## src/verilog/trace_pkg.sv

```systemverilog
package trace_pkg;

  // Datapath width of the traced cores
  localparam int XLEN = 32;

  // Instruction word width
  localparam int INSN_W = 32;

  // Register file index width
  localparam int REG_ADDR_W = 5;

  // Register that carries putc characters and exit codes
  localparam logic [REG_ADDR_W-1:0] REG_RET = REG_ADDR_W'(3);

  // One record per retired instruction, as delivered by each core.
  // Fields other than valid are only meaningful while valid is high
  typedef struct packed {
    logic                  valid;
    logic [XLEN-1:0]       pc;
    logic [INSN_W-1:0]     insn;
    logic                  wben;
    logic [REG_ADDR_W-1:0] wbreg;
    logic [XLEN-1:0]       wbdata;
  } trace_rec_t;

endpackage : trace_pkg

```

## src/verilog/mon_pkg.sv

```systemverilog
package mon_pkg;

  // Number of monitored cores
  localparam int NUM_CORES = 4;

  // Width of a core id
  localparam int CORE_ID_W = 2;

  // Console character width
  localparam int CHAR_W = 8;

  // Special l.nop encodings used as simulation hooks
  localparam logic [trace_pkg::INSN_W-1:0] INSN_NOP_EXIT = 32'h1500_0001;
  localparam logic [trace_pkg::INSN_W-1:0] INSN_NOP_PUTC = 32'h1500_0004;

  // Entries per core in each merge queue
  localparam int QUEUE_DEPTH = 4;

  // Queue pointer and fill counter widths
  localparam int QPTR_W = $clog2(QUEUE_DEPTH);
  localparam int QCNT_W = $clog2(QUEUE_DEPTH + 1);

  // Console character from one core
  typedef struct packed {
    logic [CORE_ID_W-1:0] core_id;
    logic [CHAR_W-1:0]    ch;
  } char_evt_t;

  // Exit code from one core
  typedef struct packed {
    logic [CORE_ID_W-1:0]       core_id;
    logic [trace_pkg::XLEN-1:0] code;
  } exit_evt_t;

endpackage : mon_pkg

```

## src/verilog/done_tracker.sv

```systemverilog
`timescale 1ns/1ps

module done_tracker (
  input  logic                                        clk,
  input  logic                                        rst_i,
  input  logic [mon_pkg::NUM_CORES-1:0]               done_i,
  input  logic [mon_pkg::NUM_CORES-1:0]               exit_stb_i,
  input  mon_pkg::exit_evt_t [mon_pkg::NUM_CORES-1:0] exit_i,
  output logic                                        all_done_o,
  output logic                                        fail_o
);

  import mon_pkg::*;

  logic [NUM_CORES-1:0] bad_exit;
  logic                 all_done_q;
  logic                 fail_q;

  // Nonzero exit code on any lane
  always_comb begin
    for (int k = 0; k < NUM_CORES; k++) begin
      bad_exit[k] = exit_stb_i[k] && (exit_i[k].code != '0);
    end
  end

  always_ff @(posedge clk) begin
    if (rst_i) begin
      all_done_q <= 1'b0;
      fail_q     <= 1'b0;
    end else begin
      // Done levels are sticky in the monitors
      all_done_q <= &done_i;
      if (|bad_exit) begin
        fail_q <= 1'b1;
      end
    end
  end

  assign all_done_o = all_done_q;
  assign fail_o     = fail_q;

  // Relies on every monitor holding done until reset
  a_all_done_sticky: assert property (
    @(posedge clk) disable iff (rst_i)
    all_done_o |=> all_done_o
  );

  // Lane k carries events from core k only
  for (genvar k = 0; k < NUM_CORES; k++) begin : gen_lane_chk
    a_lane_id: assert property (
      @(posedge clk) disable iff (rst_i)
      exit_stb_i[k] |-> (exit_i[k].core_id == CORE_ID_W'(k))
    );
  end

endmodule : done_tracker

```

## config.mk

```make
export PLATFORM = sky130hd
export DESIGN_NAME = done_tracker
export DESIGN_NICKNAME = d
export VERILOG_FILES = /design/src/verilog/trace_pkg.sv /design/src/verilog/mon_pkg.sv /design/src/verilog/done_tracker.sv
export SDC_FILE = /design/constraint.sdc
export NUM_CORES = 1
export LEC_CHECK = 0
export CAP_MARGIN = 10
export CORE_AREA = 2 2 56 58
export CTS_BUF_LIST = sky130_fd_sc_hd__clkbuf_8
export CTS_CLUSTER_DIAMETER = 60
export DETAILED_ROUTE_END_ITERATION = 6
export DIE_AREA = 0 0 58 60
export DONT_BUFFER_PORTS = 1
export SLEW_MARGIN = 20
export SYNTH_ARGS = -nofsm -noshare
export SYNTH_HDL_FRONTEND = slang
export SYNTH_SLANG_ARGS = --single-unit
```

## constraint.sdc

```tcl
create_clock -name clk -period 1.1 [get_ports clk]
set_clock_uncertainty 0.1 [all_clocks]
set_input_delay 0.11 -clock clk [delete_from_list [all_inputs] [get_ports clk]]
set_output_delay 0.11 -clock clk [all_outputs]
set_load 0.01 [all_outputs]
```

# Word level (Yosys, flattened, before mapping)
# Cells that the tools add are included.
# classes
n_reduce_logical	10
# ops
op	count
$reduce_bool A32 Y1	4
$logic_and A1 B1 Y1	4
$reduce_and A4 Y1	1
$reduce_or A4 Y1	1
# word_totals
regBits	2
word_cells	12
in_bits	146
output_inout_bits	2

# Longest topological paths before layout
# depth
depth_word	3
depth_mapped	5
depth_no_buf	5

# Least setup slack after synthesis
# No wires, ideal clock.
# synth_path
path_type	input to register
startpoint	input exit_i[24] (netlist bit)
endpoint	register fail_q (netlist: fail_o)
path_stages	5
arrival_ns	0.827
t_required_ns	0.866
setup_time_ns	0.134
setup_slack_ns	0.038
n_path_buf	0
cell_sequence	nor4_1 -> nand4_1 -> o21a_1 -> nor2_1 -> a41oi_1
# synth_via
elab_chain_len	3
# synth_lines
element	line_no	text
from (decl)	done_tracker.sv:8	input mon_pkg::exit_evt_t [mon_pkg::NUM_CORES-1:0] exit_i,
$reduce_bool A32 Y1	done_tracker.sv:22	bad_exit[k] = exit_stb_i[k] && (exit_i[k].code != '0);
$logic_and A1 B1 Y1	done_tracker.sv:22	
$reduce_or A4 Y1	done_tracker.sv:33	if (|bad_exit) begin
to (signal assigned)	done_tracker.sv:29	fail_q <= 1'b0;
to (signal assigned)	done_tracker.sv:34	fail_q <= 1'b1;
to (decl)	done_tracker.sv:17	logic fail_q;
# No other way between the ends.
# A chain may end at the register's enable or synchronous reset.

# Final worst setup path
# layout_path
startpoint	input exit_i[1] (netlist bit)
endpoint	register fail_q (netlist: fail_o)
# Same word-level chain as after synthesis.

==> flow_summary.ini <==
[place]
dp_slack_ps = -168
place_area_um2 = 380
portBuffers = 0
dpl.hpwl_um = 1930
place_congestion = 0.819

[setup_path]
crit_type = in -> reg
cp-end-kind = flip-flop
worst_setup_path_start_kind = input pin
path_max_fanout = 1
critPathRequiredTime_ps = 1070
crit_arrival_ps = 930

[synth]
synth_most_common_cell = nor4_1
synthesis.nets = 196
synth.distinct_cells = 9
yosysTopAreaCellShare_pct = 59.0
synth_warnings = 0
ys_top_cells_by_count = nor4_1, nand4_1, o21ai_0
async_reset_ff_share_pct = 0
synth-seq-cells = 2
yosys-top-cells-area = nor4_1, nand4_1, dfxtp_1
syn_inst = 50
synth_area_leader_cell = nor4_1
syn_area_um2 = 339
synth-edff-count = 0
synth-seq-area-share_pct = 11.8
synth_flop_cell = dfxtp_1
avgSynthCellArea_um2 = 6.78

[detailed_routing]
postRouteAntennaNets = 0
via_per_inst = 6.46
drt-initial-drc-count = 6
avgRoutedWirePerCell_um = 22.1
drc = 0
wirelength_um = 2020
dr.pass1.iters = 4
vias = 588

[layout]
fin_util_pct = 16.3
antennaDiodeCount = 0
drive_above_1_share_pct = 5.17
final_nets = 206
area_growth_pct = 39.1
design_area_um2 = 472

[clock_network]
numCtsBuffers = 3
cts_root_buf = clkbuf_8
path_clk_slew_ps = 30
htreeDepth = 1
clock-sinks = 2
worstSkewPairLatency_ps = 210
cts_tree = done
cts_buffer_depth = 2

[timing]
min_period_ps = 956
maxSlewViolCount = 0
finalSetupViolCount = 0
holdWs_ps = 31.8
worst_slew_pin_slew_ps = 332
relSlewSlack_pct = 77.6
rsz0062_at_grt = no
setup_ws_ps = 144
period_share_pct = 86.9
hold_viol = 0
fmax_ghz = 1.05

[hold_path]
hold_class = in -> reg

[global_routing]
grtUsageTotal_pct = 10.3
grt_pass1_wl_um = 2570
grt_max_degree = 3
overflow = 0
grt_pass1_vias = 619
antenna_found_initial = 0

[floorplanning]
num_rows = 20
fp.dieArea_um2 = 3480
io_pins = 148
die_w_um = 58
die_y_um = 60
core_area_um2 = 2900
initial_core_util_pct = 11.7

[power_and_ir_drop]
total_power_mw = 0.415
ir_drop_uv = 1000
p_leak_nw = 0.0878
power_density_nw_per_um2 = 879

[flow_run]
drv_cap = 0

[outcome]
status = finished clean
==> through the flow <==
stage          TNS (ps)  instances
3_3_place_gp       -144         83
2_1_floorplan         0         50
4_1_cts               0         91
6_report              0         91
3_5_place_dp       -168         83
5_1_grt               0         91
==> layer usage <==
metal  up-vias  GRT usage (%)  routed length [um]
met3         0           5.84                 315
met5         -              0                   0
met2        80           18.5                 995
met4         0           1.99                   0
met1       253           10.6                 705
li1        255              -                   -
==> critical path, stage by stage <==
cell,delay [ps]
nor4_1,270
nand4_1,140
o21a_1,190
nor2_1,100
a41oi_1,120
==> placed cells by master (no fill, tap or decap) <==
| cell type | instances |
|---|---|
| dfxtp_1 | 2 |
| dlygate4sd3_1 | 5 |
| nor4_1 | 32 |
| o21ai_0 | 1 |
| clkbuf_8 | 3 |
| a41oi_1 | 1 |
| nor2_1 | 1 |
| o21ai_1 | 2 |
| nand2_1 | 1 |
| nor4bb_1 | 1 |
| o21a_1 | 1 |
| nand4_1 | 8 |
==> cell families after synthesis <==
group,after synthesis,share of synthesized area (%)
and+or+nand+nor,43,79.0
DFF,2,11.8
AOI/OAI and AO/OA,5,9.23
==> state kept, by name, summed over array words and instances (netlist names) <==
register and cells:
fail_o 1, all_done_o 1
==> path summary, 6_finish.rpt <==
path | startpoint | to | slack (ps) | cells past startpoint
worst min register to register | fail_o | fail_o | 540 | 2
worst max-delay path | exit_i[1] | fail_o | 140 | 5
worst max register to register | fail_o | fail_o | 270 | 2
worst min-delay path | exit_stb_i[1] | fail_o | 30 | 2
==> layout make-up <==
class                           instances  area, um2
Tap cell                               33       41.3
Fill cell                             334       2430
Timing Repair Buffer                    5       50.0
Sequential cell                         2       40.0
Clock buffer                            3       41.3
Multi-Input combinational cell         48        299
==> timing repair <==
action                                  in CTS  in global routing
hold buffers                                 5                  0
endpoints found under the hold margin        2                  0
gates resized for setup                      0                  2
endpoints found under the setup margin       0                  1
buffers inserted                             0                  0
==> power breakdown <==
part           internal, mW  total (mW)  switching, mW
clock                 0.231       0.286         0.0545
sequential           0.0761      0.0797        0.00354
combinational        0.0330      0.0494         0.0164
total                 0.340       0.415         0.0745
Note: power is estimated with default switching activity, not from simulation.
