$ cat config.mk
export PLATFORM = sky130hd
export DESIGN_NAME = core_trace_monitor
export DESIGN_NICKNAME = d
export VERILOG_FILES = /design/src/verilog/trace_pkg.sv /design/src/verilog/mon_pkg.sv /design/src/verilog/core_trace_monitor.sv
export SDC_FILE = /design/constraint.sdc
export NUM_CORES = 1
export LEC_CHECK = 0
export BUFFER_PORTS_ARGS = -buffer_cell sky130_fd_sc_hd__buf_2
export CORE_MARGIN = 2
export CORE_UTILIZATION = 35
export CTS_CLUSTER_DIAMETER = 200
export DETAILED_ROUTE_END_ITERATION = 6
export GPL_ROUTABILITY_DRIVEN = 0
export PLACE_DENSITY = 0.67
export SYNTH_ARGS = -nofsm -noshare
export SYNTH_HDL_FRONTEND = slang
export SYNTH_SLANG_ARGS = --single-unit
$ cat constraint.sdc
create_clock -name clk -period 1.6 [get_ports clk]
set_input_delay 0.24 -clock clk [delete_from_list [all_inputs] [get_ports clk]]
set_output_delay 0.24 -clock clk [all_outputs]
set_load 0.01 [all_outputs]
$ cat src/verilog/trace_pkg.sv
package trace_pkg;

  // Datapath width of the traced cores
  localparam int XLEN = 32;

  // Instruction word width
  localparam int INSN_W = 32;

  // Register file index width
  localparam int REG_ADDR_W = 5;

  // Register that carries putc characters and exit codes
  localparam logic [REG_ADDR_W-1:0] REG_RET = REG_ADDR_W'(3);

  // One record per retired instruction, as delivered by each core.
  // Fields other than valid are only meaningful while valid is high
  typedef struct packed {
    logic                  valid;
    logic [XLEN-1:0]       pc;
    logic [INSN_W-1:0]     insn;
    logic                  wben;
    logic [REG_ADDR_W-1:0] wbreg;
    logic [XLEN-1:0]       wbdata;
  } trace_rec_t;

endpackage : trace_pkg

$ cat src/verilog/mon_pkg.sv
package mon_pkg;

  // Number of monitored cores
  localparam int NUM_CORES = 4;

  // Width of a core id
  localparam int CORE_ID_W = 2;

  // Console character width
  localparam int CHAR_W = 8;

  // Special l.nop encodings used as simulation hooks
  localparam logic [trace_pkg::INSN_W-1:0] INSN_NOP_EXIT = 32'h1500_0001;
  localparam logic [trace_pkg::INSN_W-1:0] INSN_NOP_PUTC = 32'h1500_0004;

  // Entries per core in each merge queue
  localparam int QUEUE_DEPTH = 4;

  // Queue pointer and fill counter widths
  localparam int QPTR_W = $clog2(QUEUE_DEPTH);
  localparam int QCNT_W = $clog2(QUEUE_DEPTH + 1);

  // Console character from one core
  typedef struct packed {
    logic [CORE_ID_W-1:0] core_id;
    logic [CHAR_W-1:0]    ch;
  } char_evt_t;

  // Exit code from one core
  typedef struct packed {
    logic [CORE_ID_W-1:0]       core_id;
    logic [trace_pkg::XLEN-1:0] code;
  } exit_evt_t;

endpackage : mon_pkg

$ cat src/verilog/core_trace_monitor.sv
`timescale 1ns/1ps

module core_trace_monitor (
  input  logic                          clk,
  input  logic                          rst_i,
  input  logic [mon_pkg::CORE_ID_W-1:0] core_id_i,
  input  trace_pkg::trace_rec_t         trace_i,
  output logic                          putc_stb_o,
  output mon_pkg::char_evt_t            putc_o,
  output logic                          exit_stb_o,
  output mon_pkg::exit_evt_t            exit_o,
  output logic                          done_o
);

  import trace_pkg::*;
  import mon_pkg::*;

  logic [XLEN-1:0] r3_q;
  logic            done_q;
  logic            rec_live;
  logic            is_putc;
  logic            is_exit;
  logic            r3_wr;

  // A terminated core is silent until reset
  assign rec_live = trace_i.valid && !done_q;

  // Special no-op decode
  assign is_putc = rec_live && (trace_i.insn == INSN_NOP_PUTC);
  assign is_exit = rec_live && (trace_i.insn == INSN_NOP_EXIT);

  // Writeback hitting the watched register
  assign r3_wr = rec_live && trace_i.wben && (trace_i.wbreg == REG_RET);

  // Shadow copy of r3
  always_ff @(posedge clk) begin
    if (rst_i) begin
      r3_q <= '0;
    end else if (r3_wr) begin
      r3_q <= trace_i.wbdata;
    end
  end

  // Events sample r3 before the current record's own writeback
  always_ff @(posedge clk) begin
    if (rst_i) begin
      putc_stb_o <= 1'b0;
      putc_o     <= '0;
      exit_stb_o <= 1'b0;
      exit_o     <= '0;
      done_q     <= 1'b0;
    end else begin
      putc_stb_o <= is_putc;
      exit_stb_o <= is_exit;
      if (is_putc) begin
        putc_o.core_id <= core_id_i;
        putc_o.ch      <= r3_q[CHAR_W-1:0];
      end
      if (is_exit) begin
        exit_o.core_id <= core_id_i;
        exit_o.code    <= r3_q;
        done_q         <= 1'b1;
      end
    end
  end

  assign done_o = done_q;

  // Once terminated, nothing more leaves this core
  a_quiet_after_done: assert property (
    @(posedge clk) disable iff (rst_i)
    done_o |=> !(putc_stb_o || exit_stb_o)
  );

endmodule : core_trace_monitor

# Yosys cells after proc, flatten, opt, wreduce, memory -nomap -nowiden
# Cells that the tools add are included.
[word_totals] reg_bits=79 latchBits=0 ramBits=0 rom_bits=0 out_inout_bits=47 wordCells=17 mem_count=0
[classes] n_addsub=0 multipliers=0 div_mod_pow=0 magnitude_cmp=0 eq_ne=3 shifts=0 mux=0 bitwise=0 reduce_logical=6
[op_table] operator="== test 32 x 29 -> 1 bit, second input constant" count=2
[op_table] operator="== test 5 x 2 -> 1 bit, second input constant" count=1
[op_table] operator="logical AND 1 bit" count=5
[op_table] operator="logical NOT 1 bit" count=1

# Logic depth before layout (Yosys ltp)
[depth] word_depth=4 mapped_depth=5

# Worst setup path before layout
# OpenSTA, ideal clock, no wires.
[synth_path] path_type="reg-to-reg" from="register done_q (netlist: done_o)" to="register exit_o[11] (netlist bit)" t_arrival_ps=1661 required_time_ps=1528 setup_slack_ps=-133 stages_incl_launch_ff=6 path_buffers=1 period_less_slack_ps=1733 path_cell_list="dfxtp_1 -> nor4b_1 -> nand4_1 -> nor4_4 -> buf_6 -> mux2i_1"
[synth_between] elab_chain_cells=3
[synth_rtl] element="from (decl)" line="core_trace_monitor.sv:19" rtl="logic done_q;"
[synth_rtl] element="from (signal assigned)" line="core_trace_monitor.sv:51" rtl="done_q <= 1'b0;"
[synth_rtl] element="from (signal assigned)" line="core_trace_monitor.sv:62" rtl="done_q <= 1'b1;"
[synth_rtl] element="logical NOT 1 bit" line="core_trace_monitor.sv:26" rtl="assign rec_live = trace_i.valid && !done_q;"
[synth_rtl] element="logical AND 1 bit" line="core_trace_monitor.sv:26"
[synth_rtl] element="logical AND 1 bit" line="core_trace_monitor.sv:30" rtl="assign is_exit = rec_live && (trace_i.insn == INSN_NOP_EXIT);"
[synth_rtl] element="to (decl)" line="core_trace_monitor.sv:11" rtl="output mon_pkg::exit_evt_t exit_o,"
# No other way between the ends.
# A chain may end at the register's enable or synchronous reset.

# Final worst setup path
[layout_path] from="register done_q (netlist: done_o)" to="register exit_o[20] (netlist bit)"
# Same word-level chain as after synthesis.

==> reports/results.tsv <==
stage	metric	value	unit
clock_network	h-tree-depth	3	
worst_setup_path	critical_path_class	register to register	
sta	tns	-463	ps
power	p_leak	2.07	nW
clock_network	cts-root-buf	clkbuf_8	
power	vdd_drop_max	0.339	mV
sta	slew_violations	0	
worst_setup_path	arrival	1930	ps
worst_setup_path	rr_startpoint	done_o	
worst_setup_path	slowest_stage	dfxtp_2	
floorplan	core_area	9110	sq um
global_routing	antenna_found_initial	0	
route	wl	7.87	mm
global_routing	grt-ovfl-total	0	
sta	slew_headroom	0.734	
worst_setup_path	endpoint_kind	register	
clock_network	clk_path_buf_depth	2	
sta	whs	126	ps
floorplan	fp.dieH	100	um
placement	place_area	3970	sq um
synthesis	synth_top_area_share	0.489	
run_status	violations	setup timing	
sta	setup_slack	-66.4	ps
floorplan	die_w	100	um
sta	finalCriticalPeriod	1670	ps
worst_hold_path	min_from	trace_i[8]	
floorplan	num_rows	35	
placement	post-place-cells	524	
global_routing	grt_max_degree	114	
worst_setup_path	path_delay_family	simple AND/OR/NAND/NOR gates	
worst_setup_path	crit_chain	nor4b_4 -> nand4_1 -> buf_6 -> nor4_4 -> buf_6 -> buf_12 -> mux2i_2	
power	powerDensity	801	nW/um^2
route	vias	2534	
placement	place_ws	-224	ps
floorplan	pin_count	154	
layout	nNetsFinal	541	
floorplan	die-area	10000	sq um
layout	diodes	0	
layout	finalInstanceArea	4390	sq um
worst_setup_path	cp-start-kind	register	
floorplan	start_util	0.355	
sta	rsz0062_at_grt	true	
placement	portBuffers	121	
clock_network	tritoncts	built	
layout	layout-drive-gt1-share	0.385	
job	drv_cap	0	
run_status	outcome	finished with violations	
route	viasPerCell	4.61	
synthesis	synth.distinct_cells	21	
layout	area_growth	35.6	%
layout	final_cells	550	
synthesis	syn_avg_cell_area	10.6	sq um
synthesis	syn_inst	305	
synthesis	synth_area	3230	sq um
sta	fmax	600	MHz
worst_setup_path	critPathMaxFanout	7	
placement	dp_hpwl	4.77	mm
layout	most-common-layout-cells	buf_2 (121), nand2b_1 (78), dfxtp_1 (78)	
global_routing	grt_usage	0.150	
sta	worst_slew_pin_slew	398	ps
route	drt_iter0_drc	50	
synthesis	ys_seq_area_frac	0.489	
layout	final_common_cell	buf_2	
sta	min_period_over_period	1.04	
layout	ff_latch_area	1580	sq um
route	route.detailed.drc	0	
clock_network	cts_inserted_buffers	9	
worst_setup_path	worstSetupStartpoint	done_o	
worst_setup_path	slowest_delay	340	ps
global_routing	grt_pass1_wl	11.6	mm
worst_hold_path	hp-class	input pin to register	
route	first_pass_iters	5	
synthesis	synth_area_leader_cell	dfxtp_1	
synthesis	synth_nets	412	
synthesis	synth_seq_cells	79	
route	ant_nets	0	
layout	multiInputGateArea	1620	sq um
sta	finalSetupViolations	17	
global_routing	first_global_vias	2401	
sta	hold_violations	0	
worst_setup_path	critical_path_buf_inv_count	3	
clock_network	insertion_delay	340	ps
clock_network	clock_sinks	79	
layout	post-route-util	0.482	
clock_network	clk_pin_slew_worst_paths	80	ps
sta	skew	6.36	ps
route	post_drt_wl_per_cell	14.3	um
clock_network	cts_hold_buf	0	
power	power.total	3.52	mW
worst_setup_path	cp_common_cell	buf_6	
layout	fillers	870	
synthesis	synth_area_leaders	dfxtp_1 (49%), mux2i_1 (24%), nand2b_1 (15%), nor2_1 (3.9%), clkbuf_1 (1.4%)	
synthesis	yosysWarningCount	0	
worst_setup_path	required	1860	ps
## kinds of logic after synthesis
group | after synthesis | share of synthesized area
buffers and inverters | 21 | 0.0337
muxes | 76 | 0.235
DFF | 79 | 0.489
and+or+nand+nor | 128 | 0.241
AOI/OAI and AO/OA | 1 | 0.00155
## worst register-to-register path, cell delays in order (launching register included)
cell,delay [ps]
dfxtp_2,340
nor4b_4,210
nand4_1,140
buf_6,160
nor4_4,200
buf_6,190
buf_12,150
mux2i_2,220
## sequential cells by signal (all words and copies together) (netlist names)
| register | flops |
|---|---|
| exit_o | 34 |
| done_o | 1 |
| putc_stb_o | 1 |
| exit_stb_o | 1 |
| r3_q | 32 |
| putc_o | 10 |
## cell usage after synthesis
cell type,instances
nor4_1,3
nor4_2,2
clkbuf_1,12
mux2i_1,76
nor4_4,1
nor4bb_1,1
inv_1,2
dfxtp_1,79
nand2b_1,78
nor4b_1,2
and4bb_2,1
a21oi_1,1
or4_4,1
nor4b_2,1
buf_4,1
nor2b_1,1
nand4_1,2
nand4_2,1
nor2_1,34
buf_2,3
buf_6,3
## final cells by class
type	instances	area share
clock buffers	11	0.0345
multi-input cells	206	0.370
inverters	2	0.00171
repair buffers	136	0.194
flip-flops and latches	79	0.361
well taps	111	0.0317
clock inverters	5	0.00742
## what timing repair did
item | 4_1_cts | 5_1_grt
cloned | 4 | 2
endpoints found under the hold margin | 0 | 0
buffers inserted | 4 | 1
pin swaps | 4 | 4
resized for setup | 9 | 11
setup endpoints to repair | 47 | 79
## per-layer routing
metal / global-route usage / part of all wire / wire length (um) / vias up
li1: - / - / - / 1278
met1: 0.181 / 0.44 / 3490 / 1157
met2: 0.249 / 0.48 / 3760 / 89
met3: 0.0439 / 0.066 / 516 / 10
met4: 0.0601 / 0.014 / 109 / 0
met5: 0 / 0 / 0 / -
## power by group
| group | switching, mW | internal, mW | total [mW] |
|---|---|---|---|
| Combinational | 0.0790 | 0.117 | 0.196 |
| Sequential | 0.00165 | 1.97 | 1.97 |
| Clock | 0.708 | 0.642 | 1.35 |
| Total | 0.789 | 2.73 | 3.52 |
## worst paths after layout
| path | to | slack [ps] | cells past startpoint |
|---|---|---|---|
| setup / recovery | exit_o[20] | -70 | 7 |
| hold / removal | r3_q[8] | 130 | 3 |
| setup reg to reg | exit_o[20] | -70 | 7 |
| hold reg to reg | putc_o[8] | 470 | 2 |
No activity file was read; power rests on OpenSTA's default activity.
